===== src/hdl/tcp_srv_pkg.sv =====
`default_nettype none

package tcp_srv_pkg;

  ////////////////////
  // field widths
  ////////////////////

  typedef logic [31:0] ipv4_t;
  typedef logic [15:0] port_t;
  typedef logic [31:0] seq_t;
  typedef logic [4:0]  tcp_flags_t;

  // flag bit positions inside tcp_flags_t
  localparam int FLAG_FIN = 0;
  localparam int FLAG_SYN = 1;
  localparam int FLAG_RST = 2;
  localparam int FLAG_PSH = 3;
  localparam int FLAG_ACK = 4;

  ////////////////////
  // segment header
  ////////////////////

  // rem_* is the source on input, the destination on a reply
  typedef struct packed {
    ipv4_t      rem_ipv4;
    port_t      rem_port;
    port_t      loc_port;
    seq_t       seq;
    seq_t       ack;
    tcp_flags_t flags;
  } seg_t;

  ////////////////////
  // slot state
  ////////////////////

  typedef enum logic [1:0] {
    st_listen      = 2'd0,
    st_syn_rcvd    = 2'd1,
    st_established = 2'd2
  } conn_state_e;

  // host side configuration of one slot
  typedef struct packed {
    port_t port;
    logic  en;
  } slot_cfg_t;

  // what a slot reports back
  typedef struct packed {
    conn_state_e state;
    ipv4_t       rem_ipv4;
    port_t       rem_port;
    logic        busy;
  } slot_stat_t;

endpackage

`default_nettype wire


===== src/hdl/tcp_wb_regs.sv =====
`timescale 1ns/1ps
`default_nettype none

module tcp_wb_regs
  import tcp_srv_pkg::*;
#(
  parameter int N_SLOT = 4
) (
  input  wire logic               tcp_cts_srv,
  input  wire logic               rst,
  input  wire logic               wb_cyc,
  input  wire logic               wb_stb,
  input  wire logic               wb_we,
  input  wire logic [2:0]         wb_adr,
  input  wire logic [31:0]        wb_dat_w,
  output logic [31:0]             wb_dat_r,
  output logic                    wb_ack,
  output slot_cfg_t [N_SLOT-1:0]  cfg,
  input  slot_stat_t [N_SLOT-1:0] stat
);

  localparam logic [2:0] ADR_STATUS = 3'd4;

  slot_cfg_t [N_SLOT-1:0] cfg_q;
  logic                   ack_q;
  logic                   done_q;
  logic                   req;
  logic                   cfg_hit;
  logic [31:0]            status;
  logic [31:0]            rd_data;

  // new request, not yet answered
  assign req     = wb_cyc && wb_stb && !ack_q && !done_q;
  assign cfg_hit = int'(wb_adr) < N_SLOT;

  ////////////////////
  // status word
  ////////////////////

  always_comb begin
    status = '0;
    for (int i = 0; i < N_SLOT; i++) begin
      status[i]     = (stat[i].state == st_established);
      status[8 + i] = (stat[i].state == st_syn_rcvd);
    end
  end

  always_comb begin
    rd_data = '0;
    if (cfg_hit) begin
      rd_data[15:0] = cfg_q[wb_adr].port;
      rd_data[16]   = cfg_q[wb_adr].en;
    end else if (wb_adr == ADR_STATUS) begin
      rd_data = status;
    end
  end

  always_ff @(posedge tcp_cts_srv) begin
    if (rst) begin
      cfg_q  <= '0;
      ack_q  <= 1'b0;
      done_q <= 1'b0;
    end else begin
      ack_q <= req;
      // hold off a second ack until the cycle ends
      if (!(wb_cyc && wb_stb)) begin
        done_q <= 1'b0;
      end else if (req) begin
        done_q <= 1'b1;
      end
      if (req && wb_we && cfg_hit) begin
        cfg_q[wb_adr].port <= wb_dat_w[15:0];
        cfg_q[wb_adr].en   <= wb_dat_w[16];
      end
    end
  end

  always_ff @(posedge tcp_cts_srv) begin
    if (req) begin
      wb_dat_r <= rd_data;
    end
  end

  assign wb_ack = ack_q;
  assign cfg    = cfg_q;

  a_ack_in_cycle : assert property (
    @(posedge tcp_cts_srv) disable iff (rst)
    wb_ack |-> (wb_cyc && wb_stb)
  );

endmodule

`default_nettype wire


===== config.mk =====
export PLATFORM = sky130hd
export DESIGN_NAME = tcp_wb_regs
export DESIGN_NICKNAME = d
export VERILOG_FILES = /design/src/hdl/tcp_srv_pkg.sv /design/src/hdl/tcp_wb_regs.sv
export SDC_FILE = /design/constraint.sdc
export NUM_CORES = 1
export LEC_CHECK = 0
export BUFFER_PORTS_ARGS = -buffer_cell sky130_fd_sc_hd__buf_4
export CELL_PAD_IN_SITES_DETAIL_PLACEMENT = 1
export CELL_PAD_IN_SITES_GLOBAL_PLACEMENT = 2
export CORE_UTILIZATION = 23
export DETAILED_ROUTE_END_ITERATION = 12
export PLACE_DENSITY_LB_ADDON = 0.1
export SLEW_MARGIN = 20
export SYNTH_ARGS = -nofsm -noshare
export SYNTH_HDL_FRONTEND = slang
export SYNTH_SLANG_ARGS = --single-unit
export TNS_END_PERCENT = 20

===== constraint.sdc =====
create_clock -name tcp_cts_srv -period 2.9 [get_ports tcp_cts_srv]
set_input_delay 0.435 -clock tcp_cts_srv [delete_from_list [all_inputs] [get_ports tcp_cts_srv]]
set_output_delay 0.435 -clock tcp_cts_srv [all_outputs]
set_load 0.005 [all_outputs]

# --- After elaboration in Yosys (flattened, before gate mapping) ---
# Index checks and enable logic that the tools add are counted.
op_classes:
  magnitude_cmp: 3
  reduce_logical: 9
  eq_ne: 9
  n_bitwise: 1
  mux: 10
ops:
  columns: ["op", "count"]
  rows:
  - ["$bwmux 68", 2]
  - ["$demux 17 s2", 2]
  - ["$mux 17", 3]
  - ["$bmux 17 s2", 1]
  - ["$mux 12", 1]
  - ["$eq 2x1->1 const B", 4]
  - ["$eq 2x2->1 const B", 4]
  - ["$logic_and 1x1->1", 6]
  - ["$lt 3x3->1 const B", 2]
  - ["$eq 3x3->1 const B", 1]
  - ["$ge 3x1->1 const B", 1]
  - ["$logic_not 1->1", 2]
  - ["$reduce_or 2->1", 1]
  - ["$mux 1", 1]
  - ["$not 1->1", 1]
totals:
  out_inout_bits: 101
  ff_bits: 102
  inputBits: 244
  elab_cells: 44

# --- Depth between registers and ports, before layout ---
# Gate-level depths: netlist (run 1).
depth:
  depth_word: 6
  depth_mapped: 6
  ltp_nobuf: 3

# --- Worst setup path before layout (run 1) ---
# OpenSTA, ideal clock, no wires.
synth_timing:
  path_kind: "input to register"
  startpoint: "input port wb_adr[1]"
  endpoint: "register wb_dat_r[14] (data pin)"
  path_stages: 4
  n_path_buf: 2
  setup_slack_ns: 1.382
  required_ns: 2.634
  setup_ns: 0.266
  arrival_ns: 1.251
  path_cell_list: "buf_4 -> buf_2 -> mux4_2 -> nor2b_1"
synth_between:
  elab_chain_len: 3
synth_lines:
  columns: ["element", "line_no", "rtl"]
  rows:
  - ["from (decl)", "tcp_wb_regs.sv:14", "input wire logic [2:0] wb_adr,"]
  - ["$bmux 17 s2", "tcp_wb_regs.sv:51", "rd_data[15:0] = cfg_q[wb_adr].port;"]
  - ["$mux 17", null, null]
  - ["$mux 17 (*)", "tcp_wb_regs.sv:50", "if (cfg_hit) begin"]
  - ["to (signal assigned)", "tcp_wb_regs.sv:80", "wb_dat_r <= rd_data;"]
  - ["to (decl)", "tcp_wb_regs.sv:16", "output logic [31:0] wb_dat_r,"]
# Every way passes the cells marked *; elsewhere a longest branch is shown, timed or not. The select of a mux whose other input is x is not followed.
# A chain may end at the register's enable or synchronous reset.

# --- Final worst setup path (run 1) ---
layout_timing:
  startpoint: "register ack_q (netlist: wb_ack)"
  endpoint: "register cfg_q, in the netlist cfg[45]"
layout_between:
  elab_chain_len: 5
layout_lines:
  columns: ["element", "line_no", "rtl"]
  rows:
  - ["from (decl)", "tcp_wb_regs.sv:25", "logic ack_q;"]
  - ["from (signal assigned)", "tcp_wb_regs.sv:64", "ack_q <= req;"]
  - ["$logic_not 1->1", "tcp_wb_regs.sv:33", "assign req = wb_cyc && wb_stb && !ack_q && !done_q;"]
  - ["$logic_and 1x1->1 (2 in series)", "tcp_wb_regs.sv:33", null]
  - ["$logic_and 1x1->1 (2 in series)", "tcp_wb_regs.sv:71", "if (req && wb_we && cfg_hit) begin"]
  - ["to (decl)", "tcp_wb_regs.sv:24", "slot_cfg_t [N_SLOT-1:0] cfg_q;"]
# Every way passes these cells.

==> metrics.txt, run 1 <==
Clock Tree Root clkbuf_16; pre-CTS WS roughly 620 ps; vias per cell approximately 4.2; Die H 137 um; simple-gate share of the synthesized area 18.8%; CTS Hold Bufs 0; non-filler cells, final 694; first-pass GRT wire length between 15000 and 20000 um; RR Startpoint wb_ack; post-synthesis mux area share 25.1%; WS Path Type reg -> reg; DP Area slightly above 5000 um2; Yosys warning count 0; fraction of layout cells with a size suffix above 1 33.0%; Adder-Cell Fraction of Synth Area 0%; Startpoint Class register; slew margin rel. between 50% and 60%; RePlAce Congestion 0.673; Hold Path Sink done_q; setup ws final 950 ps; vias 2949; synth top area cells dfxtp_1, mux2i_1, nand2b_1, edfxtp_1, mux4_2; Final Setup Violations 0; post-synthesis xor/xnor area fraction 0%; total setup buffers inserted after CTS 0; H-tree depth 3; Inst Count DP 678; Filler Cell Count 1924; worst-path maximum fanout 13; Power Dens Cells 477 nW/um2; DRT iter0 DRCs 128; largest net degree at the start of global routing 88; Std-Cell Rows 48; reg2reg end cfg[45]; unrepaired setup endpoints after global routing no; hold crit path type in -> reg; Reg clk slew, reported paths approximately 60 ps; Resized Gates After CTS 0; die area approximately 19000 um2; critical path arrival approximately 2200 ps; Yosys reg bits 87; I/O Pins around 350; port bufs 118; routed wire length between 10000 and 15000 um; DRC errors left 0; Hold Path Origin wb_stb; actual slew at the worst max-slew pin 713 ps; Worst R2R Path Depth 3; Max-cap violations 0; Tmin final between 1500 and 2000 ps; Finished Cell Area 5420 um2; Initial DRT Pass Iterations 4; R2R setup slack between 900 and 1000 ps; hold_ws 347 ps; Pleak between 2 and 3 nW; synth unique cells 25; Tot Pwr 2.58 mW; cell area after synthesis 4160 um2; Clk Latency, worst-skew pair 350 ps; CP endpoint kind register; final period utilization 67.3%; area leader, netlist dfxtp_1; Peak VDD IR around 0.00028 V; Clock Path Buffers 2; antenna fix cells 0; Tot GR Track Use 14.7%; cts bufs inserted 9; TritonCTS Sinks 87; ANT nets after route 0; core area 17500 um2; Hold Crit Depth 3; DP Wirelength 9110 um; largest family of logic cells by synthesized area multiplexers; max-slew violation count 0; vias in the first global route around 3100; Congestion Overflow GR 0; Data required, critical path 3160 ps; Area growth, synth to finish 30.1%; Final Skew just under 10 ps; count of final hold-check violations 0; area share of the largest cell type after synthesis 33.7%; post-synthesis sequential area ratio a little under half; Max Clk Rate 513 MHz; Syn Inst Count 354; Final #Nets ~710; outcome complete, no violations; Die X between 100 and 150 um; TritonCTS clock tree built; setup TNS 0 ps; initial antenna violation count 0; Initial Util 23.8%; Synth Area in Compound Gates 2.64%; Syn Area/Cell 11.8 um2; Wirelength per Cell around 19 um; final core occ 31.0%
==> Yosys cell counts <==
library cell,instances
buf_6,5
nand4_2,1
dfxtp_1,70
mux2i_1,84
nand2b_1,85
buf_4,21
nor3_1,1
edfxtp_1,17
mux4_2,9
buf_2,4
buf_12,2
nand4_4,1
nor2b_1,11
a22o_1,8
nor2b_2,1
and4_1,2
nand2_1,1
conb_1,1
a21oi_1,8
nand4b_1,2
nor2_1,1
or4b_2,2
and4bb_1,1
clkbuf_1,10
or4b_1,6
==> worst max-delay path, stage by stage, from the launching register on <==
cell and delay [ps]:
dfxtp_1 320, and4bb_1 730, nand4_2 510, mux2i_1 300
==> layout by cell type, fill, tap and decap left out <==
master      synthesis  routed
a21oi_1             8       8
a22o_1              8       8
and4_1              2       2
and4bb_1            1       1
buf_4              21     127
clkbuf_1           10       2
clkbuf_16           0       9
clkbuf_8            0       2
clkinv_2            0       2
clkinvlp_4          0       1
conb_1              1      15
dfxtp_1            70      70
edfxtp_1           17      17
mux2i_1            84      84
mux4_2              9       9
nand2_1             1       1
nand2b_1           85      85
nand4_2             1       1
nand4_4             1       1
nand4b_1            2       2
nor2_1              1       1
nor2b_1            11      11
nor2b_2             1       1
nor3_1              1       1
or4b_1              6       6
or4b_2              2       2
==> sequential cells by signal (all words and copies together), names as in the netlist <==
signal and cells:
cfg 68, wb_ack 1, wb_dat_r 17, done_q 1
==> cells by family (layout without fill, tap and decap cells) <==
logic type             after synthesis  after routing
buffers and inverters               42            143
AO/OA/AOI/OAI                       16             16
other                                1             15
multiplexers                        93             93
AND/OR/NAND/NOR                    115            115
flip-flops                          87             87
==> power by group <==
group | total (mW) | switching, mW | internal [mW]
registers | 1.26 | 0.00955 | 1.25
logic | 0.218 | 0.113 | 0.104
clock network | 1.11 | 0.480 | 0.626
==> layer usage <==
metal	track usage, %	wire length [um]	up-vias
met5	0	0	-
met4	6.11	235	0
met3	2.74	513	12
met2	24.7	6620	72
met1	18.5	5880	1436
li1	-	-	1429
==> worst max path at each step <==
| stage | start | to | slack, ps | cells after the start |
|---|---|---|---|---|
| after global routing | wb_ack | cfg[55] | 800 | 3 |
| after global placement | wb_adr[0] | cfg[61] | 650 | 5 |
| final | wb_ack | cfg[45] | 950 | 3 |
| after detailed placement | wb_adr[0] | cfg[61] | 620 | 5 |
| after floorplan | wb_adr[1] | wb_dat_r[14] | 1380 | 4 |
| after CTS | wb_ack | cfg[45] | 900 | 3 |
==> layout make-up <==
class | instances | area, um2 | area share (%)
Tap cell | 225 | 282 | 5.20
Multi-Input combinational cell | 239 | 1990 | 36.8
Sequential cell | 87 | 1910 | 35.3
Timing Repair Buffer | 127 | 953 | 17.6
Clock inverter | 3 | 17.5 | 0.323
Clock buffer | 13 | 260 | 4.80
Note: power is estimated with default switching activity, not from simulation.
==> inputs of run 2 (changes only) <==
Settings changed: ABC_AREA set to 1, CORE_UTILIZATION 23 to 18.
Clock period 2.9 ns to 1.8 ns, I/O delays scaled along.
==> metrics.txt, run 2 <==
outcome complete, no violations; die area 24300 um2 (+30%); TritonCTS Sinks 87 (unchanged); ANT nets after route 0 (unchanged); area share of the largest cell type after synthesis 32.9% (-0.79 points); Commonest cells post-synth nand2_1, nor2_1, nand4_1; cell area after synthesis 4260 um2 (+2.4%); vias 4321 (+47%); Startpoint Class register; port bufs 118 (unchanged); EDFF count, synth 17 (unchanged); core area 22900 um2 (+31%); max reg flops 68 (unchanged); Data required, critical path 2040 ps (-1120 ps); Final Setup Violations 0 (unchanged); RePlAce Congestion 0.761 (+13%); Initial DRT Pass Iterations 4 (unchanged); Yosys reg bits 87 (unchanged); CP endpoint kind register; H-tree depth 3 (unchanged); Resized Gates After CTS 0 (unchanged); vias per cell 4.18 (-1.7%); max-slew violation count 0 (unchanged); Area growth, synth to finish 37.0%; WS Path Type reg -> reg; Pleak 2.55 nW (+1.7%); non-filler cells, final 1034 (+49%); Async SR Flop Fraction 0% (unchanged); Yosys warning count 0 (unchanged); first-pass GRT wire length 26200 um (+34%); Syn Area/Cell 7.09 um2 (-40%); Wirelength per Cell 16.7 um (-12%); cts bufs inserted 9 (unchanged); Die X 156 um (+14%); crit path launch wb_ack; Std-Cell Rows 55 (+15%); synth unique cells 22 (-12%); most common cell after layout, fill and taps aside nand2_1; Die H 156 um (+14%); Final Skew 6.36 ps (-3.27 ps); final period utilization 76.3% (+9.0 points); DRT iter0 DRCs 152 (+19%); Congestion Overflow GR 0 (unchanged); total setup buffers inserted after CTS 0 (unchanged); top_reg_cell synth dfxtp_1; post-synthesis sequential area ratio 44.8% (-1.1 points); Tmin final 1370 ps (-577 ps); Inst Count DP 1017 (+50%); Initial Util 18.6% (-5.2 points); DRC errors left 0 (unchanged); Tot GR Track Use 14.6% (-0.14 points); I/O Pins 345 (unchanged); Hold Path Origin stat[202]; vias in the first global route 4413 (+41%); setup TNS 0 ps (unchanged); fraction of layout cells with a size suffix above 1 23.6% (-9.4 points); largest net degree at the start of global routing 74 (-16%); Reg clk slew, reported paths 60 ps (about the same); RR Startpoint wb_ack; TritonCTS clock tree built; hold crit path type in -> reg; DP Wirelength 12600 um (+39%); worst-path maximum fanout 73 (+60); count leader, synth nand2_1; Clock Tree Root clkbuf_16; unrepaired setup endpoints after global routing no; Syn Inst Count 601 (+70%); Power Dens Cells 733 nW/um2 (+54%); Final #Nets 959 (+35%); area leader, netlist dfxtp_1; Max Clk Rate 728 MHz (+42%); flip-flop and latch area 1910 um2 (unchanged); Peak VDD IR 0.000332 V (+21%); routed wire length 17300 um (+31%); commonest cells after routing, fill and taps aside nand2_1, nor2_1, buf_4, nand4_1, dfxtp_1; synth top area cells dfxtp_1, nand2_1, nor2_1, edfxtp_1, nand4_1; count of final hold-check violations 0 (unchanged); CTS Hold Bufs 0 (unchanged); area of the multi-input gates 1950 um2 (-2.1%); Filler Cell Count 2823 (+47%); initial antenna violation count 0 (unchanged); critical path arrival 1610 ps (-600 ps); Clk Latency, worst-skew pair 340 ps (about the same); Clock Path Buffers 2 (unchanged); Max-cap violations 0 (unchanged)
==> run 2: kinds of logic after synthesis <==
family | after synthesis | share of synthesized area, %
AOI/OAI and AO/OA | 9 | 1.06
and+or+nand+nor | 411 | 43.3
other | 1 | 0.0879
buffers and inverters | 93 | 10.7
DFF | 87 | 44.8
==> run 2: worst max-delay path, stage by stage, from the launching register on <==
cell,delay [ps]
dfxtp_1,340
inv_1,60
nand2_1,90
nor2_4,130
buf_12,310
nand4_1,140
nand2_1,100
nor2_1,50
==> run 2: path summary, 6_finish.rpt <==
path	slack, ps	cells past startpoint	to
worst max register to register	430	7	cfg[42]
worst max-delay path	430	7	cfg[42]
worst min-delay path	250	3	wb_dat_r[11]
worst min register to register	470	2	done_q
==> run 2: stage by stage <==
step | area [um2] | setup WS, ps | hold WS (ps) | utilization, % | power (mW)
floorplan | 4320 | 122 | 435 | - | 2.36
global placement | 5570 | 202 | 447 | 24.3 | 2.59
detailed placement | 5570 | 183 | 462 | 24.3 | 2.59
CTS | 5840 | 397 | 237 | 25.5 | 4.39
global route | 5840 | 300 | 243 | 25.5 | 4.52
finish | 5840 | 427 | 251 | 25.5 | 4.28
==> run 2: final cells by class <==
| cell class | count | area share [%] |
|---|---|---|
| clock buffers | 11 | 4.16 |
| inverters | 40 | 2.57 |
| diodes | 1 | 0.0428 |
| multi-input cells | 435 | 33.4 |
| clock inverters | 5 | 0.407 |
| well taps | 313 | 6.71 |
| flip-flops and latches | 87 | 32.7 |
| repair buffers | 142 | 20.0 |
==> run 2: per-layer routing <==
layer | global-route usage (%) | vias up | routed length [um] | part of all wire, %
li1 | - | 2131 | - | -
met1 | 19.0 | 2061 | 8220 | 47
met2 | 23.7 | 117 | 7870 | 45
met3 | 3.44 | 12 | 1040 | 6.0
met4 | 4.39 | 0 | 189 | 1.1
met5 | 0 | - | 0 | 0
==> run 2: power breakdown <==
part           switching (mW)  internal, mW
logic                   0.314         0.183
registers              0.0223          2.02
clock network           0.787         0.959
