<file path="src/hdl/tcp_srv_pkg.sv">
`default_nettype none

package tcp_srv_pkg;

  ////////////////////
  // field widths
  ////////////////////

  typedef logic [31:0] ipv4_t;
  typedef logic [15:0] port_t;
  typedef logic [31:0] seq_t;
  typedef logic [4:0]  tcp_flags_t;

  // flag bit positions inside tcp_flags_t
  localparam int FLAG_FIN = 0;
  localparam int FLAG_SYN = 1;
  localparam int FLAG_RST = 2;
  localparam int FLAG_PSH = 3;
  localparam int FLAG_ACK = 4;

  ////////////////////
  // segment header
  ////////////////////

  // rem_* is the source on input, the destination on a reply
  typedef struct packed {
    ipv4_t      rem_ipv4;
    port_t      rem_port;
    port_t      loc_port;
    seq_t       seq;
    seq_t       ack;
    tcp_flags_t flags;
  } seg_t;

  ////////////////////
  // slot state
  ////////////////////

  typedef enum logic [1:0] {
    st_listen      = 2'd0,
    st_syn_rcvd    = 2'd1,
    st_established = 2'd2
  } conn_state_e;

  // host side configuration of one slot
  typedef struct packed {
    port_t port;
    logic  en;
  } slot_cfg_t;

  // what a slot reports back
  typedef struct packed {
    conn_state_e state;
    ipv4_t       rem_ipv4;
    port_t       rem_port;
    logic        busy;
  } slot_stat_t;

endpackage

`default_nettype wire

</file>
<file path="src/hdl/tcp_seg_dispatch.sv">
`timescale 1ns/1ps
`default_nettype none

module tcp_seg_dispatch
  import tcp_srv_pkg::*;
#(
  parameter int N_SLOT = 4
) (
  input  wire logic                    tcp_cts_srv,
  input  wire logic                    rst,
  input  seg_t                         seg_in,
  input  wire logic                    seg_valid,
  output logic                         seg_ready,
  input  slot_cfg_t [N_SLOT-1:0]       cfg,
  input  slot_stat_t [N_SLOT-1:0]      stat,
  output logic [N_SLOT-1:0]            slot_sel,
  output seg_t                         seg_fwd
);

  logic [N_SLOT-1:0] conn_match;
  logic [N_SLOT-1:0] lsn_match;
  logic [N_SLOT-1:0] busy_vec;
  logic [N_SLOT-1:0] conn_pick;
  logic [N_SLOT-1:0] lsn_pick;
  logic [N_SLOT-1:0] pick;
  logic              is_open;

  // a fresh SYN without ACK may claim a listening slot
  assign is_open = seg_in.flags[FLAG_SYN] && !seg_in.flags[FLAG_ACK];

  always_comb begin
    for (int i = 0; i < N_SLOT; i++) begin
      conn_match[i] = cfg[i].en && (cfg[i].port == seg_in.loc_port) &&
                      (stat[i].state != st_listen) &&
                      (stat[i].rem_ipv4 == seg_in.rem_ipv4) &&
                      (stat[i].rem_port == seg_in.rem_port);
      lsn_match[i]  = cfg[i].en && (cfg[i].port == seg_in.loc_port) &&
                      (stat[i].state == st_listen);
      busy_vec[i]   = stat[i].busy;
    end
  end

  // isolate lowest set bit of each candidate vector
  assign conn_pick = conn_match & (~conn_match + 1'b1);
  assign lsn_pick  = lsn_match & (~lsn_match + 1'b1);

  always_comb begin
    if (|conn_pick) begin
      pick = conn_pick;
    end else if (is_open) begin
      pick = lsn_pick;
    end else begin
      // nothing matches, segment gets dropped
      pick = '0;
    end
  end

  // stall only when the chosen slot still holds a reply
  assign seg_ready = ~|(pick & busy_vec);
  assign slot_sel  = (seg_valid && seg_ready) ? pick : '0;
  assign seg_fwd   = seg_in;

  a_sel_onehot : assert property (
    @(posedge tcp_cts_srv) disable iff (rst)
    $onehot0(slot_sel)
  );

endmodule

`default_nettype wire

</file>
<file path="config.mk">
export PLATFORM = sky130hd
export DESIGN_NAME = tcp_seg_dispatch
export DESIGN_NICKNAME = d
export VERILOG_FILES = /design/src/hdl/tcp_srv_pkg.sv /design/src/hdl/tcp_seg_dispatch.sv
export SDC_FILE = /design/constraint.sdc
export NUM_CORES = 1
export LEC_CHECK = 0
export BUFFER_PORTS_ARGS = -buffer_cell sky130_fd_sc_hd__buf_2
export CELL_PAD_IN_SITES_DETAIL_PLACEMENT = 1
export CELL_PAD_IN_SITES_GLOBAL_PLACEMENT = 1
export CORE_AREA = 2 2 213 215
export DETAILED_ROUTE_END_ITERATION = 8
export DIE_AREA = 0 0 215 217
export PLACE_DENSITY = 0.54
export RECOVER_POWER = 50
export SYNTH_ARGS = -nofsm -noshare
export SYNTH_HDL_FRONTEND = slang
export SYNTH_SLANG_ARGS = --single-unit
</file>
<file path="constraint.sdc">
create_clock -name vclk -period 2.15
set_input_delay 0.215 -clock vclk [all_inputs]
set_output_delay 0.215 -clock vclk [all_outputs]
set_load 0.02 [all_outputs]
</file>
# --- Yosys cells after proc, flatten, opt, wreduce, memory -nomap -nowiden ---
# Index checks and enable logic that the tools add are counted.
op_classes:
  add_sub_neg: 2
  eq_ne: 12
  muxes: 3
  bitwise: 5
  n_reduce_logical: 34
ops:
  columns: ["cell", "n"]
  rows:
  - ["$eq A16 B16 Y1", 8]
  - ["$eq A32 B32 Y1", 4]
  - ["$logic_and A1 B1 Y1", 22]
  - ["$and A4 B4 Y4", 3]
  - ["$mux W4", 3]
  - ["$add A4 B1 Y4 const B", 2]
  - ["$logic_not A2 Y1", 4]
  - ["$not A4 Y4", 2]
  - ["$reduce_bool A2 Y1", 4]
  - ["$reduce_or A4 Y1", 2]
  - ["$logic_not A1 Y1", 2]
word_totals:
  register_bits: 0
  in_bits: 408
  output_inout_bits: 138
  wordCells: 56

# --- Logic depth before layout (Yosys ltp) ---
# Gate-level depths: netlist of run 1.
logic_depth:
  depth_word: 15
  ltp_mapped: 9
  mapped_depth_nobuf: 8

# --- Worst setup path before layout of run 1 ---
# Ideal clock, no wire load.
synth_path:
  kind: "in2out"
  from: "in seg_in[127] in the netlist's numbering"
  to: "out slot_sel[1]"
  t_arrival_ns: 2.455
  required_time_ns: 1.935
  slack_ns: -0.520
  stages: 8
  path_buffers: 1
  cell_sequence: "clkbuf_1 > xnor2_1 > nand4_1 > nor4_1 > nand4_1 > nor4_4 > nor4b_1 > a2111oi_1"
synth_between:
  elab_chain_len: 13
  word_cells_on_any_way: 22
  classes_between: "add/sub: 1; eq/ne: 4; mux: 2; bitwise: 3; reduce/logical: 12"
synth_rtl:
  columns: ["element", "line", "rtl"]
  rows:
  - ["from (decl)", "tcp_seg_dispatch.sv:11", "input seg_t seg_in,"]
  - ["$eq A32 B32 Y1", "tcp_seg_dispatch.sv:35", "(stat[i].rem_ipv4 == seg_in.rem_ipv4) &&"]
  - ["$logic_and A1 B1 Y1", "tcp_seg_dispatch.sv:34", "(stat[i].state != st_listen) &&"]
  - ["$logic_and A1 B1 Y1", "tcp_seg_dispatch.sv:35", null]
  - ["$not A4 Y4", "tcp_seg_dispatch.sv:44", "assign conn_pick = conn_match & (~conn_match + 1'b1);"]
  - ["$add A4 B1 Y4", "tcp_seg_dispatch.sv:44", null]
  - ["$and A4 B4 Y4 (*)", "tcp_seg_dispatch.sv:44", null]
  - ["$reduce_or A4 Y1", "tcp_seg_dispatch.sv:48", "if (|conn_pick) begin"]
  - ["$mux W4 (*)", "tcp_seg_dispatch.sv:48", null]
  - ["$and A4 B4 Y4", "tcp_seg_dispatch.sv:59", "assign seg_ready = ~|(pick & busy_vec);"]
  - ["$reduce_or A4 Y1", "tcp_seg_dispatch.sv:59", null]
  - ["$logic_not A1 Y1", "tcp_seg_dispatch.sv:59", null]
  - ["$logic_and A1 B1 Y1", "tcp_seg_dispatch.sv:60", "assign slot_sel = (seg_valid && seg_ready) ? pick : '0;"]
  - ["$mux W4 (*)", "tcp_seg_dispatch.sv:60", null]
  - ["to (decl)", "tcp_seg_dispatch.sv:16", "output logic [N_SLOT-1:0] slot_sel,"]
# Mark *: on every way between the ends. The rest lies on a longest branch, timed or not.

# --- Worst setup path in the final report of run 1 ---
layout_path:
  from: "in seg_in[108] in the netlist's numbering"
  to: "out seg_ready"
layout_between:
  elab_chain_len: 11
  word_cells_on_any_way: 20
  classes_between: "add/sub: 1; eq/ne: 4; mux: 1; bitwise: 3; reduce/logical: 11"
layout_rtl:
  columns: ["element", "line", "rtl"]
  rows:
  - ["$eq A32 B32 Y1", "tcp_seg_dispatch.sv:35", null]
  - ["$logic_and A1 B1 Y1", "tcp_seg_dispatch.sv:34", null]
  - ["$logic_and A1 B1 Y1", "tcp_seg_dispatch.sv:35", null]
  - ["$not A4 Y4", "tcp_seg_dispatch.sv:44", null]
  - ["$add A4 B1 Y4", "tcp_seg_dispatch.sv:44", null]
  - ["$and A4 B4 Y4 (*)", "tcp_seg_dispatch.sv:44", null]
  - ["$reduce_or A4 Y1", "tcp_seg_dispatch.sv:48", null]
  - ["$mux W4 (*)", "tcp_seg_dispatch.sv:48", null]
  - ["$and A4 B4 Y4 (*)", "tcp_seg_dispatch.sv:59", null]
  - ["$reduce_or A4 Y1 (*)", "tcp_seg_dispatch.sv:59", null]
  - ["$logic_not A1 Y1 (*)", "tcp_seg_dispatch.sv:59", null]
  - ["to (decl)", "tcp_seg_dispatch.sv:13", "output logic seg_ready,"]
# Marks and branches as above.

==> impl_metrics.env, run 1 <==
export IMPL_status="finished with violations"
export IMPL_violations="negative setup slack"
export IMPL_fin_crit_sh_pct=136
export IMPL_place_gp_congestion=0.862
export IMPL_post_drt_wl_per_cell_um=20.9
export IMPL_routed_wl_um=32500
export IMPL_cp_max_fo=4
export IMPL_drt_first_pass_iters=4
export IMPL_drt_iter0_markers=196
export IMPL_use_met3_pct=2.52
export IMPL_rsz0062_at_grt="true"
export IMPL_slew_limit_headroom_pct=66.5
export IMPL_met1_usage_pct=13.8
export IMPL_synthesis_area_mm2=0.00414
export IMPL_grt_antenna_before_repair=9
export IMPL_via_per_inst=3.43
export IMPL_dieHeight_um=217
export IMPL_dpl_hpwl_um=30100
export IMPL_fin_nets=1359
export IMPL_num_io_pins=546
export IMPL_dieWidth_um=215
export IMPL_antenna_left=0
export IMPL_overflow=0
export IMPL_setup_violations=5
export IMPL_netlist_instances=543
export IMPL_dr_total_vias=5334
export IMPL_flops_and_latches=0
export IMPL_total_leakage_power_uw=0.00351
export IMPL_synth_most_common_cell="xnor2_1"
export IMPL_setup_tns_ns=-3.22
export IMPL_power_density_mw_per_mm2=206
export IMPL_ys_seq_area_share_pct=0
export IMPL_port_buffers=410
export IMPL_synth_commonest_cells="xnor2_1 (157), buf_4 (133), xor2_1 (84)"
export IMPL_synth_top_cell_area_share_pct=33.3
export IMPL_final_layout_size_suffix_gt1_share_pct=64.3
export IMPL_drc=0
export IMPL_critical_path_required_ns=1.93
export IMPL_grt_max_degree=6
export IMPL_hp_class="in -> out"
export IMPL_grt_util_met2_pct=26.9
export IMPL_rows=78
export IMPL_n_clock_buffer=0
export IMPL_synthMuxAreaShare_pct=0
export IMPL_path_class="in -> out"
export IMPL_crit_path_end="seg_ready"
export IMPL_grt_pass1_wl_um=43200
export IMPL_cap_violations=0
export IMPL_power_ir_vdd_worst_uv=76.0
export IMPL_synth_nets=951
export IMPL_synth_compound_area_share_pct=4.93
export IMPL_cp_startpoint="seg_in[108]"
export IMPL_final_min_clock_period_ns=2.92
export IMPL_seqCellArea_um2=0
export IMPL_synth_xor_area_share_pct=51.0
export IMPL_cp_start_kind="primary input"
export IMPL_syn_area_per_cell_um2=7.62
export IMPL_synth_area_leaders="xnor2_1 (33%), buf_4 (24%), xor2_1 (18%)"
export IMPL_slew_viol_final=0
export IMPL_yosysTopAreaCell="xnor2_1"
export IMPL_fin_ws_ns=-0.772
export IMPL_track_usage_pct=13.1
export IMPL_yosys_warnings=0
export IMPL_holdWs_ns=0.430
export IMPL_cp_arrival_ns=2.71
export IMPL_initial_core_util_pct=9.25
export IMPL_grt_pass1_vias=6034
export IMPL_synth_cell_types=39
export IMPL_synth_simple_gate_area_share_pct=17.0
export IMPL_busiest_layer="met2"
export IMPL_die_area_mm2=0.0467
export IMPL_yosys_area_share_adder_pct=0
export IMPL_tightest_slew_ns=0.499
export IMPL_syn_to_final_growth_pct=85.6
export IMPL_synth_top_family_by_area="XOR/XNOR gates"
export IMPL_core_area_mm2=0.0447
export IMPL_cts_hold_fix_buffers=0
export IMPL_max_freq_mhz=342
export IMPL_end_kind="output pin"
export IMPL_timing_final_hold_violations=0
cell families after synthesis:
family / Yosys count
AOI/OAI and AO/OA: 23
buffers and inverters: 165
and+or+nand+nor: 114
xor gates and xnor gates: 241
area by class of cell:
type	count	area (um2)
fill	5470	37000
multi-input combinational	378	3510
timing repair buffer	551	3330
tap	600	751
inverter	20	75.1
antenna	4	10.0
worst min path at each step:
stage                     cells after the start          end  slack, ns       start
final                                         0  seg_fwd[10]       0.43  seg_in[10]
after global placement                        0  seg_fwd[24]       0.43  seg_in[24]
after floorplan                               1  slot_sel[0]       0.48     stat[0]
after global routing                          0  seg_fwd[68]       0.43  seg_in[68]
after detailed placement                      0  seg_fwd[24]       0.43  seg_in[24]
after CTS                                     0  seg_fwd[24]       0.43  seg_in[24]
stage by stage:
stage	worst slack, ns	util (%)	total power (uW)	cell area, um2	cells
after floorplan	-0.347	-	814	4180	543
after global placement	-1.10	15.6	1500	6980	1541
after detailed placement	-1.09	15.6	1510	6980	1541
after CTS	-0.807	16.8	1600	7500	1546
after global routing	-0.871	17.2	1710	7670	1550
final	-0.772	17.2	1580	7680	1553
layer usage:
layer,share of wire (%),routed length [um],vias up
li1,-,-,2512
met1,36,11900,2454
met2,55,17900,322
met3,6.5,2130,40
met4,1.8,589,6
met5,0.13,42,-
layout by cell type, fill, tap and decap left out, drive strengths merged, types with 4 or more instances in the layout:
master | synthesis | final
diode | 0 | 4
nand3 | 7 | 7
nand2 | 7 | 7
nand4 | 40 | 40
nor4 | 30 | 30
buf | 133 | 551
xor2 | 84 | 84
inv | 20 | 20
nor2 | 5 | 5
xnor2 | 157 | 157
nor3 | 7 | 7
power by group:
part | internal, uW | switching (uW)
Combinational | 770 | 814
Clock | 0.000250 | 0
Sequential | 0 | 0
critical path, stage by stage:
cell      delay, ns
buf_2          0.13
buf_4          0.15
xnor2_2        0.15
buf_4          0.16
nand4_1        0.11
nor4_2         0.24
buf_4          0.18
nand4_1        0.09
buf_6          0.16
nor4_4         0.14
buf_6          0.17
nor4b_4        0.06
or2_4          0.23
a222oi_1       0.29
buf_2          0.23
timing repair:
item | CTS | global route
pin swaps | 26 | 16
gates resized for setup | 82 | 29
endpoints found under the setup margin | 5 | 5
buffers inserted | 6 | 3
cloned | 0 | 0
Note: power is estimated with default switching activity, not from simulation.
==> run 2, diff against run 1 <==
--- a/config.mk
+++ b/config.mk
@@ -11,8 +11,10 @@
 export CORE_AREA = 2 2 213 215
 export DETAILED_ROUTE_END_ITERATION = 8
 export DIE_AREA = 0 0 215 217
+export GPL_ROUTABILITY_DRIVEN = 0
 export PLACE_DENSITY = 0.54
 export RECOVER_POWER = 50
+export REMOVE_ABC_BUFFERS = 1
 export SYNTH_ARGS = -nofsm -noshare
 export SYNTH_HDL_FRONTEND = slang
 export SYNTH_SLANG_ARGS = --single-unit
==> run 2 against run 1 <==
  * The flow still finishes with violations (negative setup slack)
  * Critical path type unchanged
  * Maximum frequency is 7.7% lower
  * Final cell count is 0.71% lower
  * Global-route usage is 2.8 points higher
  * Highest routed layer unchanged
  * Power is 2.1% higher
  * Critical path depth is 4 lower
  * Hold slack hardly changed
  * Non-clock buffer count is 9 lower
  * Die area stayed put
  * First-iteration DRC count is 5.6% higher
  * Sequential share of layout area stayed put
==> impl_metrics.env, run 2 (synthesis results as in run 1) <==
export IMPL_num_io_pins=546
export IMPL_fin_ws_ns=-1.02
export IMPL_timing_final_hold_violations=0
export IMPL_core_area_mm2=0.0447
export IMPL_dieHeight_um=217
export IMPL_rows=78
export IMPL_seqCellArea_um2=0
export IMPL_hold_end="seg_fwd[61]"
export IMPL_power_ir_vdd_worst_uv=69.7
export IMPL_drt_iter0_markers=207
export IMPL_dr_total_vias=5458
export IMPL_track_usage_pct=15.9
export IMPL_cap_violations=0
export IMPL_max_freq_mhz=316
export IMPL_p_switching_uw=819
export IMPL_total_leakage_power_uw=0.00351
export IMPL_slew_viol_final=0
export IMPL_hold_start="seg_in[61]"
export IMPL_rsz0062_at_grt="true"
export IMPL_switching_share_pct=50.6
export IMPL_fillers=5487
export IMPL_cp_arrival_ns=2.95
export IMPL_final_layout_size_suffix_gt1_share_pct=63.6
export IMPL_crit_chain="buf_2 > buf_12 > xor2_1 > nor4_2 > buf_4 > nand4_1 > nor4_4 > buf_4 > o32ai_4 > a222oi_1 > buf_2"
export IMPL_initial_core_util_pct=9.25
export IMPL_violations="negative setup slack"
export IMPL_pwr_share_seq_pct=0
export IMPL_tightest_slew_ns=0.480
export IMPL_final_common_cell="buf_2"
export IMPL_slew_limit_headroom_pct=68.0
export IMPL_hold_depth=0
export IMPL_dieWidth_um=215
export IMPL_internal_power_uw=799
export IMPL_overflow=0
export IMPL_grt_antenna_before_repair=8
export IMPL_slowest_delay_ns=0.48
export IMPL_status="finished with violations"
export IMPL_grt_pass1_vias=5848
export IMPL_power_density_mw_per_mm2=211
export IMPL_port_buffers=410
export IMPL_fin_nets=1350
export IMPL_slowest_stage="a222oi_1"
export IMPL_final_cell_mix="buf_2 (384), xnor2_1 (141), buf_4 (127), xor2_1 (81), nand4_1 (40)"
export IMPL_cp_start_kind="primary input"
export IMPL_grt_pass1_wl_um=50400
export IMPL_final_min_clock_period_ns=3.17
export IMPL_drt_first_pass_iters=4
export IMPL_antenna_left=0
export IMPL_routed_wl_um=39200
export IMPL_cp_max_fo=4
export IMPL_drc=0
export IMPL_fin_crit_sh_pct=147
export IMPL_dpl_hpwl_um=36200
export IMPL_path_class="in -> out"
export IMPL_instances_no_fill=1542
export IMPL_hp_class="in -> out"
export IMPL_post_drt_wl_per_cell_um=25.4
export IMPL_comb_power_share_pct=100.0
export IMPL_setup_tns_ns=-3.54
export IMPL_end_kind="output pin"
export IMPL_via_per_inst=3.54
export IMPL_n_clock_buffer=0
export IMPL_flops_and_latches=0
export IMPL_numPlacedInstances=1535
export IMPL_grt_max_degree=7
export IMPL_syn_to_final_growth_pct=85.5
export IMPL_setup_violations=5
export IMPL_pwr_share_clk_pct=0
export IMPL_critical_path_required_ns=1.93
export IMPL_post_route_util_pct=17.2
export IMPL_die_area_mm2=0.0467
run 2: final cells by class:
class | count | area, um2 | share of cell area [%]
antenna | 2 | 5.00 | 0.0653
inverter | 20 | 75.1 | 0.979
multi-input combinational | 378 | 3440 | 44.8
tap | 600 | 751 | 9.79
timing repair buffer | 542 | 3400 | 44.4
run 2: power groups by stage:
stage / clock (uW) / combinational [uW] / sequential, uW
6_report: 0.000125 / 1620 / 0
5_1_grt: 0 / 1750 / 0
4_1_cts: 0 / 1620 / 0
3_5_place_dp: 0 / 1540 / 0
3_3_place_gp: 0 / 1530 / 0
2_1_floorplan: 0 / 428 / 0
run 2: stage by stage:
step	setup slack (ns)	instance area (um2)	hold WS [ns]	total power, uW
finish	-1.02	7670	0.430	1620
global route	-1.10	7660	0.430	1750
CTS	-0.973	7490	0.430	1620
detailed placement	-1.29	7040	0.430	1540
global placement	-1.26	7040	0.430	1530
floorplan	-0.423	3090	0.430	428
run 2: worst max-delay path: cells and delay by family:
| kind | cells | cell delay, ns |
|---|---|---|
| xor+xnor | 1 | 0.16 |
| compound gates | 2 | 0.57 |
| simple gates | 3 | 1.05 |
| buf+inv | 5 | 0.94 |
run 2: per-layer routing:
layer / part of all wire (%) / global-route usage, % / up-vias / routed length, um
li1: - / - / 2498 / -
met1: 47 / 21.5 / 2558 / 18500
met2: 40 / 22.9 / 374 / 15700
met3: 11 / 8.26 / 18 / 4370
met4: 0.68 / 1.01 / 10 / 267
met5: 0.69 / 3.85 / - / 272
run 2: worst max-delay path by stage:
stage,end,slack (ns),cells past startpoint,start
global placement,seg_ready,-1.26,12,seg_in[109]
detailed placement,seg_ready,-1.29,12,seg_in[109]
CTS,seg_ready,-0.97,11,stat[127]
global route,seg_ready,-1.10,11,seg_in[94]
floorplan,slot_sel[1],-0.42,6,cfg[27]
finish,seg_ready,-1.02,11,seg_in[125]
run 2: what timing repair did:
action / in CTS / in global routing
setup endpoints to repair: 5 / 5
pin swaps: 38 / 16
cloned: 0 / 0
gates resized for setup: 87 / 27
setup buffers: 4 / 3
hold buffers: 0 / 0
