--- src/hdl/tcp_srv_pkg.sv ---
`default_nettype none

package tcp_srv_pkg;

  ////////////////////
  // field widths
  ////////////////////

  typedef logic [31:0] ipv4_t;
  typedef logic [15:0] port_t;
  typedef logic [31:0] seq_t;
  typedef logic [4:0]  tcp_flags_t;

  // flag bit positions inside tcp_flags_t
  localparam int FLAG_FIN = 0;
  localparam int FLAG_SYN = 1;
  localparam int FLAG_RST = 2;
  localparam int FLAG_PSH = 3;
  localparam int FLAG_ACK = 4;

  ////////////////////
  // segment header
  ////////////////////

  // rem_* is the source on input, the destination on a reply
  typedef struct packed {
    ipv4_t      rem_ipv4;
    port_t      rem_port;
    port_t      loc_port;
    seq_t       seq;
    seq_t       ack;
    tcp_flags_t flags;
  } seg_t;

  ////////////////////
  // slot state
  ////////////////////

  typedef enum logic [1:0] {
    st_listen      = 2'd0,
    st_syn_rcvd    = 2'd1,
    st_established = 2'd2
  } conn_state_e;

  // host side configuration of one slot
  typedef struct packed {
    port_t port;
    logic  en;
  } slot_cfg_t;

  // what a slot reports back
  typedef struct packed {
    conn_state_e state;
    ipv4_t       rem_ipv4;
    port_t       rem_port;
    logic        busy;
  } slot_stat_t;

endpackage

`default_nettype wire

--- src/hdl/tcp_conn_slot.sv ---
`timescale 1ns/1ps
`default_nettype none

module tcp_conn_slot
  import tcp_srv_pkg::*;
#(
  parameter int   SLOT_ID  = 0,
  parameter seq_t ISS_BASE = 32'h1000_0000
) (
  input  wire logic tcp_cts_srv,
  input  wire logic rst,
  input  slot_cfg_t cfg,
  input  wire logic sel,
  input  seg_t      seg,
  output slot_stat_t stat,
  output logic      rep_valid,
  output seg_t      rep,
  input  wire logic rep_take
);

  // initial sequence number of this slot
  localparam seq_t ISS = ISS_BASE + seq_t'(SLOT_ID) * 32'h0100_0000;

  conn_state_e state_q;
  ipv4_t       rem_ipv4_q;
  port_t       rem_port_q;
  logic        rep_valid_q;
  seg_t        rep_q;

  logic        seg_act;
  logic        abort;
  logic        syn_hit;
  logic        ack_hit;
  logic        fin_hit;

  ////////////////////
  // segment decode
  ////////////////////

  assign seg_act = sel && cfg.en;
  assign abort   = seg_act && seg.flags[FLAG_RST];

  assign syn_hit = seg_act && !abort && (state_q == st_listen) && seg.flags[FLAG_SYN];
  assign ack_hit = seg_act && !abort && (state_q == st_syn_rcvd) &&
                   seg.flags[FLAG_ACK] && (seg.ack == ISS + 32'd1);
  assign fin_hit = seg_act && !abort && (state_q == st_established) &&
                   seg.flags[FLAG_FIN];

  ////////////////////
  // state machine
  ////////////////////

  always_ff @(posedge tcp_cts_srv) begin
    if (rst) begin
      state_q     <= st_listen;
      rep_valid_q <= 1'b0;
    end else begin
      if (rep_take) begin
        rep_valid_q <= 1'b0;
      end
      if (syn_hit || fin_hit) begin
        rep_valid_q <= 1'b1;
      end

      // disabling the slot drops the connection
      if (!cfg.en || abort || fin_hit) begin
        state_q <= st_listen;
      end else if (syn_hit) begin
        state_q <= st_syn_rcvd;
      end else if (ack_hit) begin
        state_q <= st_established;
      end
    end
  end

  // remote endpoint and reply header
  always_ff @(posedge tcp_cts_srv) begin
    if (syn_hit) begin
      rem_ipv4_q <= seg.rem_ipv4;
      rem_port_q <= seg.rem_port;
    end
    if (syn_hit || fin_hit) begin
      rep_q.rem_ipv4 <= seg.rem_ipv4;
      rep_q.rem_port <= seg.rem_port;
      rep_q.loc_port <= cfg.port;
      rep_q.ack      <= seg.seq + 32'd1;
      rep_q.seq      <= syn_hit ? ISS : ISS + 32'd1;
      rep_q.flags    <= '0;
      rep_q.flags[FLAG_ACK] <= 1'b1;
      rep_q.flags[FLAG_SYN] <= syn_hit;
      rep_q.flags[FLAG_FIN] <= fin_hit;
    end
  end

  assign rep_valid = rep_valid_q;
  assign rep       = rep_q;

  assign stat.state    = state_q;
  assign stat.rem_ipv4 = rem_ipv4_q;
  assign stat.rem_port = rem_port_q;
  assign stat.busy     = rep_valid_q;

  // reply must sit still until the arbiter takes it
  a_rep_hold : assert property (
    @(posedge tcp_cts_srv) disable iff (rst)
    (rep_valid && !rep_take) |=> (rep_valid && $stable(rep))
  );

endmodule

`default_nettype wire

--- config.mk ---
export PLATFORM = sky130hd
export DESIGN_NAME = tcp_conn_slot
export DESIGN_NICKNAME = d
export VERILOG_FILES = /design/src/hdl/tcp_srv_pkg.sv /design/src/hdl/tcp_conn_slot.sv
export SDC_FILE = /design/constraint.sdc
export NUM_CORES = 1
export LEC_CHECK = 0
export ABC_AREA = 1
export BUFFER_PORTS_ARGS = -buffer_cell sky130_fd_sc_hd__buf_2
export CORE_AREA = 2 2 132 134
export CTS_CLUSTER_SIZE = 8
export DETAILED_ROUTE_END_ITERATION = 8
export DIE_AREA = 0 0 134 136
export PLACE_DENSITY = 0.66
export SLEW_MARGIN = 20
export SYNTH_ARGS = -nofsm -noshare
export SYNTH_HDL_FRONTEND = slang
export SYNTH_SLANG_ARGS = --single-unit
--- constraint.sdc ---
create_clock -name tcp_cts_srv -period 28.3 [get_ports tcp_cts_srv]
set_clock_uncertainty 0.2 [all_clocks]
set_input_delay 7.075 -clock tcp_cts_srv [delete_from_list [all_inputs] [get_ports tcp_cts_srv]]
set_output_delay 7.075 -clock tcp_cts_srv [all_outputs]
set_load 0.005 [all_outputs]
Word level (Yosys, flattened, before mapping)
Index checks and enable logic that the tools add are counted.
{"block": "totals", "reg_bits": 181, "latch_bits": 0, "mem_bits_rw": 0, "rom_bits": 0, "input_bits": 154, "output_inout_bits": 185, "word_cells": 40, "mem_count": 0}
{"block": "op_classes", "add_sub_neg": 1, "n_mul": 0, "n_div": 0, "order_cmp": 0, "n_eq_ne": 3, "shifts": 0, "muxes": 5, "bitwise_logic": 0, "n_reduce_logical": 20}
{"op": "adder 32 x 1 -> 32 bit, second input constant", "n": 1}
{"op": "== test 32 x 29 -> 1 bit, second input constant", "n": 1}
{"op": "logical AND 1 bit", "n": 10}
{"op": "two-way mux 1 bit", "n": 5}
{"op": "nonzero test 2 bit", "n": 2}
{"op": "logical OR 1 bit", "n": 3}
{"op": "OR reduction 3 bit", "n": 1}
{"op": "== test 2 x 1 -> 1 bit, second input constant", "n": 1}
{"op": "== test 2 bit, second input constant", "n": 1}
{"op": "zero test 1 bit", "n": 2}
{"op": "zero test 2 bit", "n": 1}
{"op": "OR reduction 2 bit", "n": 1}

Longest topological paths before layout
Gate-level depths: netlist of the first run.
{"block": "depth", "word_depth": 9, "depth_mapped": 8, "ltp_nobuf": 8}

Least setup slack after synthesis of the first run
Ideal clock, no wire load.
{"block": "synth_path", "path_type": "input to register", "startpoint": "input seg[2] (netlist name)", "endpoint": "register rep_q, in the netlist rep[0] (enable)", "setup_time_ns": 0.696, "arrival_ns": 14.289, "t_required_ns": 27.404, "setup_slack_ns": 13.115, "stages": 2, "n_path_buf": 0, "cell_sequence": "nand3b_1 o21ai_0"}
{"block": "synth_between", "elab_chain_cells": 6, "elab_cells_between_ends": 8, "classes_between": "reduce/logical (8)"}
{"element": "start: declaration", "line_no": "tcp_conn_slot.sv:14", "source": "input seg_t seg,"}
{"element": "logical AND 1 bit (*)", "line_no": "tcp_conn_slot.sv:41", "source": "assign abort = seg_act && seg.flags[FLAG_RST];"}
{"element": "zero test 1 bit (*)", "line_no": "tcp_conn_slot.sv:43, tcp_conn_slot.sv:46"}
{"element": "logical AND 1 bit (*)", "line_no": "tcp_conn_slot.sv:43, tcp_conn_slot.sv:46"}
{"element": "logical AND 1 bit (on tied branches) (2 in series)", "line_no": "tcp_conn_slot.sv:43, tcp_conn_slot.sv:46"}
{"element": "logical OR 1 bit (*)", "line_no": "tcp_conn_slot.sv:82", "source": "if (syn_hit || fin_hit) begin"}
{"element": "end: declaration", "line_no": "tcp_conn_slot.sv:28", "source": "seg_t rep_q;"}
Every way passes the cells marked *; elsewhere a longest branch is shown, timed or not.
A chain may end at the register's enable or synchronous reset.

Worst setup path in the final report of the first run
{"block": "layout_path", "startpoint": "input seg[2] (netlist name)", "endpoint": "register rep_q, in the netlist rep[124] (enable)"}
Same word-level chain as after synthesis.

==> impl_metrics.env, run 1 <==
export IMPL_overflow=0
export IMPL_r2r_slack_ns=26.15
export IMPL_drv_slew=0
export IMPL_drt_iter0_drc=254
export IMPL_yosys_cell_types_count=31
export IMPL_post_route_util_pct=47.6
export IMPL_maxSlewHeadroom_pct=42.4
export IMPL_final_common_cell="buf_2"
export IMPL_r2r_end="rep[124]$_DFFE_PP_"
export IMPL_r2r_start="state_q[1]$_SDFFE_PP0P_"
export IMPL_place_area_mm2=0.00747
export IMPL_min_to="state_q[1]$_SDFFE_PP0P_"
export IMPL_ys_seq_area_share_pct=76.3
export IMPL_drv_cap=0
export IMPL_path_clk_slew_ns=0.06
export IMPL_ys_seq_elements=150
export IMPL_post_route_drc_count=0
export IMPL_status="completed"
export IMPL_start_kind="input port"
export IMPL_finalWorstSetupSlack_ns=19.48
export IMPL_cts_repair_resized=0
export IMPL_io_buffers=287
export IMPL_grt_pass1_wl_um=20900
export IMPL_crit_fanout=63
export IMPL_numCtsBuffers=17
export IMPL_rsz0062_at_grt="no"
export IMPL_most_common_layout_cells="buf_2, edfxtp_1, nand2_1"
export IMPL_antenna_found_initial=0
export IMPL_cp_required_ns=28.14
export IMPL_dp_slack_ns=19.05
export IMPL_die_area_mm2=0.0182
export IMPL_insertion_delay_ns=0.41
export IMPL_h_tree_depth=4
export IMPL_pwr_density_cell_mw_per_mm2=60.8
export IMPL_grt_max_degree=64
export IMPL_crit_family="buffers and inverters"
export IMPL_globalplace_congestion=0.911
export IMPL_cp_cell_sequence="buf_2, nand3b_1, nor3_1, nand2_1, o21ai_4, buf_4"
export IMPL_crit_cells=6
export IMPL_final_period_utilization_pct=31.2
export IMPL_dp_hpwl_um=11200
export IMPL_cpMaxStageDelayCell="buf_4"
export IMPL_dr_pass1_iters=5
export IMPL_cp_end_kind="register"
export IMPL_ant_nets=0
export IMPL_min_path_cells=2
export IMPL_busiest_layer="met2"
export IMPL_worst_pin_slew_ns=0.863
export IMPL_hp_start="state_q[1]$_SDFFE_PP0P_"
export IMPL_cp_buffers_inverters=2
export IMPL_drive_above_1_share_pct=47.0
export IMPL_fin_nets=861
export IMPL_grt_use_met2_pct=26.3
export IMPL_synthesis_instances=401
export IMPL_grt_pass1_vias=3802
export IMPL_drt_wl_total_um=14500
export IMPL_vias=4099
export IMPL_worst_hold_slack_ns=0.346
export IMPL_rows=48
export IMPL_synth_warnings=0
export IMPL_fp_dieW_um=134
export IMPL_timing_final_setup_violations=0
export IMPL_reg2reg_depth=4
export IMPL_cts_sinks=150
export IMPL_layout_min_cycle_time_ns=8.82
export IMPL_syn_area_mm2=0.00587
export IMPL_start_util_pct=34.8
export IMPL_fmax_mhz=113
export IMPL_fin_setup_tns_ns=0
export IMPL_met1_usage_pct=18.2
export IMPL_crit_arrival_ns=8.66
export IMPL_num_fill_cells=1548
export IMPL_cts_root_buf="clkbuf_16"
export IMPL_cts_tree="yes"
export IMPL_wl_per_cell_um=15.4
export IMPL_viasPerCell=4.34
export IMPL_boundaryPins=339
export IMPL_synth_area_per_cell_um2=14.6
export IMPL_grt_usage_pct=15.5
export IMPL_holdCritPathClass="register to register"
export IMPL_diodes=0
export IMPL_grtUsageMet3_pct=4.55
export IMPL_postCtsSetupBuffers=0
export IMPL_fin_area_mm2=0.00804
export IMPL_path_class="input port to register"
export IMPL_power_leakage_uw=0.00339
export IMPL_coreArea_mm2=0.0169
export IMPL_ir_drop_mv=0.0382
export IMPL_clk_path_buf_depth=2
export IMPL_cts_hold_buf=0
export IMPL_finalHoldViolCount=0
export IMPL_area_growth_pct=37.0
export IMPL_die_h_um=136
export IMPL_critPathMaxStageDelay_ns=0.66
[worst reg2reg max path: cells and delay by family, from the launching register on]
kind                   cells  cell delay (ns)
flip-flops                 1             0.35
buffers and inverters      1             0.66
AND/OR/NAND/NOR            2             0.39
AO/OA/AOI/OAI              1             0.11
[cell families after synthesis]
group           share of synthesized area, %
buf+inv                                 6.08
other cells                            0.128
simple gates                            12.9
flops                                   76.3
xor+xnor                                3.88
compound gates                         0.512
fa+ha+maj                              0.213
[registers in the layout, summed over array words and instances (netlist names)]
name and flops:
rep 99, rem_ipv4_q 32, rem_port_q 16, state_q 2, rep_valid 1
[stage by stage]
step / cells / power [µW]
final: 944 / 489
after global routing: 944 / 510
after CTS: 944 / 497
after detailed placement: 912 / 282
after global placement: 912 / 281
after floorplan: 433 / 268
[how the worst max path moves through the flow]
stage                      start                  endpoint  slack (ns)
after floorplan           seg[2]          rep[0]$_DFFE_PP_       13.12
after global placement    seg[2]  rem_ipv4_q[10]$_DFFE_PP_       19.05
after detailed placement  seg[2]  rem_ipv4_q[10]$_DFFE_PP_       19.05
after CTS                 seg[2]   rem_port_q[0]$_DFFE_PP_       19.48
after global routing      seg[2]         rep[74]$_DFFE_PP_       19.29
final                     seg[2]        rep[124]$_DFFE_PP_       19.48
[cell usage after synthesis]
cell type | number | area (µm²)
inv_2 | 1 | 3.75
inv_1 | 24 | 90.1
nor2_8 | 1 | 20.0
nor2_1 | 54 | 203
nand2_2 | 1 | 6.26
nor3_2 | 2 | 20.0
nand4_2 | 1 | 12.5
nand3_1 | 4 | 20.0
nor2_4 | 1 | 11.3
o21bai_1 | 2 | 15.0
nor2_2 | 2 | 12.5
o21ai_1 | 1 | 5.00
nand3b_1 | 3 | 22.5
dfxtp_1 | 3 | 60.1
nand3_4 | 1 | 17.5
nand3_2 | 3 | 30.0
a21oi_1 | 1 | 5.00
nor3_4 | 2 | 32.5
xor2_1 | 19 | 166
nand2_4 | 1 | 11.3
ha_1 | 1 | 12.5
edfxtp_1 | 147 | 4410
nand2_1 | 62 | 233
o21ai_0 | 1 | 5.00
buf_4 | 35 | 263
nor4_1 | 1 | 6.26
conb_1 | 2 | 7.51
and3_1 | 1 | 6.26
xnor2_1 | 7 | 61.3
nor3_1 | 11 | 55.1
nand4_1 | 6 | 37.5
[power breakdown]
group | internal [µW] | total [µW] | switching [µW]
clock | 116 | 212 | 95.7
sequential | 249 | 249 | 0.828
combinational | 11.7 | 27.6 | 15.8
[layout make-up]
cell class	instances	area, µm²	area share (%)
Sequential cell	150	4470	55.7
Timing Repair Buffer	289	1450	18.1
Multi-Input combinational cell	223	1170	14.5
Clock buffer	18	429	5.34
Tap cell	225	282	3.50
Clock inverter	14	138	1.71
Inverter	25	95.1	1.18
[per-layer routing]
metal  share of wire, %  vias up
li1                   -     1941
met1                 39     1902
met2                 49      228
met3                9.1       28
met4                2.7        0
met5                  0        -
No activity file was read; power rests on OpenSTA's default activity.
==> inputs of run 2 (changes only) <==
- CORE_AREA: 2 2 132 134 -> 2 2 133 135
- DIE_AREA: 0 0 134 136 -> 0 0 135 137
- PLACE_DENSITY: 0.66 -> 0.65
- clock period: 28.3 -> 8.4 ns (I/O delays scaled with it)
==> run 2 against run 1 <==
Effect of this change:
- total power rose to 3.5 times the previous value
- critical path depth is 1 higher
- register-to-register slack worse by 20 ns
- global-route usage increased by 0.55 points
- utilization fell by 0.26 points
- die area grew 1.5%
- largest power group unchanged
==> impl_metrics.env, run 2 (synthesized netlist as in run 1, its figures left out) <==
export IMPL_drv_slew=0
export IMPL_fin_nets=861
export IMPL_cp_end_kind="register"
export IMPL_crit_cells=7
export IMPL_layout_min_cycle_time_ns=4.38
export IMPL_power_leakage_uw=0.00341
export IMPL_stdcell_count=944
export IMPL_coreArea_mm2=0.0171
export IMPL_ir_drop_mv=0.133
export IMPL_grt_max_degree=54
export IMPL_diodes=0
export IMPL_h_tree_depth=4
export IMPL_postCtsSetupBuffers=0
export IMPL_io_buffers=287
export IMPL_rsz0062_at_grt="no"
export IMPL_post_route_util_pct=47.4
export IMPL_fp_dieW_um=135
export IMPL_r2r_slack_ns=5.74
export IMPL_finalHoldViolCount=0
export IMPL_die_h_um=137
export IMPL_grt_pass1_vias=3923
export IMPL_largest_reg_flops=99
export IMPL_min_path_cells=2
export IMPL_drt_iter0_drc=171
export IMPL_drt_wl_total_um=15200
export IMPL_drv_cap=0
export IMPL_maxSlewHeadroom_pct=40.0
export IMPL_clk_path_buf_depth=2
export IMPL_insertion_delay_ns=0.41
export IMPL_globalplace_congestion=0.857
export IMPL_crit_family="buffers and inverters"
export IMPL_grt_pass1_wl_um=21500
export IMPL_cts_sinks=150
export IMPL_die_area_mm2=0.0185
export IMPL_antenna_found_initial=0
export IMPL_cp_buffers_inverters=3
export IMPL_fin_setup_tns_ns=0
export IMPL_cp_required_ns=8.24
export IMPL_path_clk_slew_ns=0.06
export IMPL_grt_usage_pct=16.1
export IMPL_reg2reg_depth=5
export IMPL_fmax_mhz=228
export IMPL_status="completed"
export IMPL_vias=4018
export IMPL_timing_final_setup_violations=0
export IMPL_start_kind="input port"
export IMPL_drive_above_1_share_pct=47.0
export IMPL_boundaryPins=339
export IMPL_cpMostUsedCell="buf_4"
export IMPL_numPlacedInstances=912
export IMPL_place_area_mm2=0.00747
export IMPL_cts_root_buf="clkbuf_16"
export IMPL_crit_fanout=53
export IMPL_most_common_layout_cells="buf_2, edfxtp_1, nand2_1"
export IMPL_final_period_utilization_pct=52.1
export IMPL_overflow=0
export IMPL_rows=48
export IMPL_dr_pass1_iters=4
export IMPL_holdCritPathClass="register to register"
export IMPL_wl_per_cell_um=16.1
export IMPL_fin_area_mm2=0.00808
export IMPL_power_uw=1710
export IMPL_viasPerCell=4.26
export IMPL_pwr_density_cell_mw_per_mm2=211
export IMPL_cts_repair_resized=0
export IMPL_cp_cell_sequence="buf_2, nand3b_1, nor3_1, nand2_1, o21ai_4, buf_4, buf_4"
export IMPL_crit_arrival_ns=4.22
export IMPL_cpMaxStageDelayCell="buf_4"
export IMPL_path_class="input port to register"
export IMPL_ant_nets=0
export IMPL_area_growth_pct=37.7
export IMPL_dp_hpwl_um=11900
export IMPL_cts_tree="yes"
export IMPL_numCtsBuffers=17
export IMPL_cts_hold_buf=0
export IMPL_final_common_cell="buf_2"
export IMPL_worst_pin_slew_ns=0.901
export IMPL_critPathMaxStageDelay_ns=0.66
export IMPL_post_route_drc_count=0
export IMPL_start_util_pct=34.4
-- run 2: final cells by class --
| type | instances | area (µm²) |
|---|---|---|
| Sequential cell | 150 | 4470 |
| Tap cell | 225 | 282 |
| Clock inverter | 15 | 183 |
| Clock buffer | 17 | 425 |
| Inverter | 25 | 95.1 |
| Multi-Input combinational cell | 223 | 1170 |
| Fill cell | 1584 | 8980 |
| Timing Repair Buffer | 289 | 1450 |
-- run 2: stage by stage --
step / hold WS (ns) / worst slack (ns)
4_1_cts: 0.334 / 4.03
3_3_place_gp: 0.325 / 3.62
3_5_place_dp: 0.326 / 3.59
2_1_floorplan: 0.313 / 0.886
6_report: 0.334 / 4.02
5_1_grt: 0.357 / 3.83
-- run 2: path summary, 6_finish.rpt --
kind,start,endpoint
max,seg[2],rep[94]$_DFFE_PP_
min,state_q[1]$_SDFFE_PP0P_,state_q[1]$_SDFFE_PP0P_
max reg2reg,state_q[1]$_SDFFE_PP0P_,rep[94]$_DFFE_PP_
min reg2reg,state_q[1]$_SDFFE_PP0P_,state_q[1]$_SDFFE_PP0P_
-- run 2: worst reg2reg max path, stage by stage, from the launching register on --
cell     delay (ns)
dfxtp_1        0.34
nor3_1         0.19
nand2_1        0.19
o21ai_4        0.09
buf_4          0.53
buf_4          0.70
-- run 2: report_power, final --
group	internal, µW	total (µW)	switching (µW)
combinational	39.6	93.5	53.9
clock	451	773	322
sequential	838	841	2.95
-- run 2: metal layers --
layer	track usage [%]	vias to the layer above	routed length, µm
li1	-	1948	-
met1	17.8	1832	5740
met2	28.5	219	7690
met3	5.44	19	1440
met4	6.54	0	299
met5	0	-	0
==> inputs of run 3 (changes only) <==
- clock period: 8.4 -> 4.2 ns (I/O delays scaled with it)
==> run 3 against run 2 <==
Effect of this change:
- non-clock buffer count grew 2
- hold slack gained 0.0081 ns
- total power grew 93%
- utilization shrank 0.095 points
- design area shrank 0.20%
- sequential power grew 100%
- critical path depth shrank 1
- clock power grew 85%
- register-to-register slack lost 3.6 ns
==> impl_metrics.env, run 3 (synthesized netlist as in run 1, its figures left out) <==
export IMPL_grt_usage_pct=16.0
export IMPL_fin_nets=863
export IMPL_drv_cap=0
export IMPL_power_leakage_uw=0.00340
export IMPL_h_tree_depth=4
export IMPL_viasPerCell=4.26
export IMPL_worst_hold_slack_ns=0.342
export IMPL_start_kind="input port"
export IMPL_fin_setup_tns_ns=0
export IMPL_fin_area_mm2=0.00806
export IMPL_min_path_cells=2
export IMPL_num_fill_cells=1597
export IMPL_cts_sinks=150
export IMPL_fmax_mhz=372
export IMPL_most_common_layout_cells="buf_2, edfxtp_1, nand2_1"
export IMPL_cts_tree="yes"
export IMPL_clk_path_buf_depth=2
export IMPL_cp_end_kind="register"
export IMPL_layout_min_cycle_time_ns=2.69
export IMPL_wl_per_cell_um=15.9
export IMPL_ir_drop_mv=0.264
export IMPL_drt_wl_total_um=15100
export IMPL_antenna_found_initial=0
export IMPL_r2r_end="rem_ipv4_q[28]$_DFFE_PP_"
export IMPL_holdCritPathClass="register to register"
export IMPL_grt_pass1_vias=3838
export IMPL_worst_pin_slew_ns=0.542
export IMPL_cts_repair_resized=0
export IMPL_postCtsSetupBuffers=0
export IMPL_rsz0062_at_grt="no"
export IMPL_path_clk_slew_ns=0.06
export IMPL_r2r_start="state_q[1]$_SDFFE_PP0P_"
export IMPL_die_area_mm2=0.0185
export IMPL_timing_final_setup_violations=0
export IMPL_drive_above_1_share_pct=47.2
export IMPL_grt_pass1_wl_um=21600
export IMPL_die_h_um=137
export IMPL_coreArea_mm2=0.0171
export IMPL_ant_nets=0
export IMPL_fp_dieW_um=135
export IMPL_pwr_density_cell_mw_per_mm2=409
export IMPL_drt_iter0_drc=216
export IMPL_crit_arrival_ns=2.59
export IMPL_power_uw=3300
export IMPL_cts_hold_buf=0
export IMPL_globalplace_congestion=0.867
export IMPL_r2r_slack_ns=2.17
export IMPL_maxSlewHeadroom_pct=63.8
export IMPL_place_area_mm2=0.00749
export IMPL_cts_root_buf="clkbuf_16"
export IMPL_area_growth_pct=37.4
export IMPL_grt_max_degree=62
export IMPL_vias=4028
export IMPL_diodes=0
export IMPL_post_route_drc_count=0
export IMPL_hp_start="state_q[1]$_SDFFE_PP0P_"
export IMPL_status="completed"
export IMPL_insertion_delay_ns=0.41
export IMPL_numCtsBuffers=17
export IMPL_dr_pass1_iters=4
export IMPL_start_util_pct=34.4
export IMPL_drv_slew=0
export IMPL_layout_area_seq_mm2=0.00447
export IMPL_io_buffers=287
export IMPL_dp_hpwl_um=11800
export IMPL_cp_required_ns=4.10
export IMPL_largest_reg_flops=99
export IMPL_min_to="state_q[1]$_SDFFE_PP0P_"
export IMPL_multiInputGateArea_mm2=0.00117
export IMPL_finalHoldViolCount=0
export IMPL_boundaryPins=339
export IMPL_reg2reg_depth=4
export IMPL_path_class="input port to register"
export IMPL_crit_fanout=23
export IMPL_final_common_cell="buf_2"
export IMPL_overflow=0
export IMPL_rows=48
export IMPL_final_period_utilization_pct=64.0
run 3: cell types whose count changed in the layout (fill, tap and decap cells not counted), sizes merged:
cell,previous run,this run
clkinv,5,6
inv,32,31
bufinv,2,0
buf,289,291
clkinvlp,1,3
run 3: worst max-delay path: stages:
cell and delay (ns):
buf_2 0.10, nand3b_1 0.26, nor3_1 0.19, nand2_1 0.19, inv_2 0.44, buf_4 0.34
run 3: worst max-delay path by stage:
stage               startpoint                  endpoint  slack [ns]
floorplan               seg[2]          rep[0]$_DFFE_PP_        0.60
detailed placement      seg[2]  rem_ipv4_q[26]$_DFFE_PP_        1.05
CTS                     seg[2]   rem_port_q[0]$_DFFE_PP_        1.48
finish                  seg[2]  rem_ipv4_q[28]$_DFFE_PP_        1.51
global route            seg[2]   rem_port_q[2]$_DFFE_PP_        1.33
global placement        seg[2]  rem_ipv4_q[26]$_DFFE_PP_        1.08
run 3: through the flow:
| step | cells | worst slack [ns] | util, % |
|---|---|---|---|
| 6_report | 946 | 1.51 | 47.3 |
| 3_3_place_gp | 914 | 1.08 | 43.9 |
| 5_1_grt | 946 | 1.33 | 47.3 |
| 2_1_floorplan | 433 | 0.598 | - |
| 4_1_cts | 946 | 1.48 | 47.3 |
| 3_5_place_dp | 914 | 1.05 | 43.9 |
run 3: power by group:
group / internal, µW / switching, µW
combinational: 80.5 / 108
sequential: 1670 / 5.85
clock: 779 / 648
total: 2530 / 762
run 3: cell type report:
cell class	count	area share (%)
flip-flops and latches	150	55.5
well taps	225	3.49
inverters	25	1.16
clock inverters	15	1.74
repair buffers	291	18.3
clock buffers	17	5.28
multi-input cells	223	14.5
run 3: routing by layer:
metal,global-route usage [%],vias up,share of wire (%)
li1,-,1946,-
met1,17.9,1830,38
met2,27.7,226,50
met3,6.19,26,9.9
met4,6.13,0,2.2
met5,0,-,0
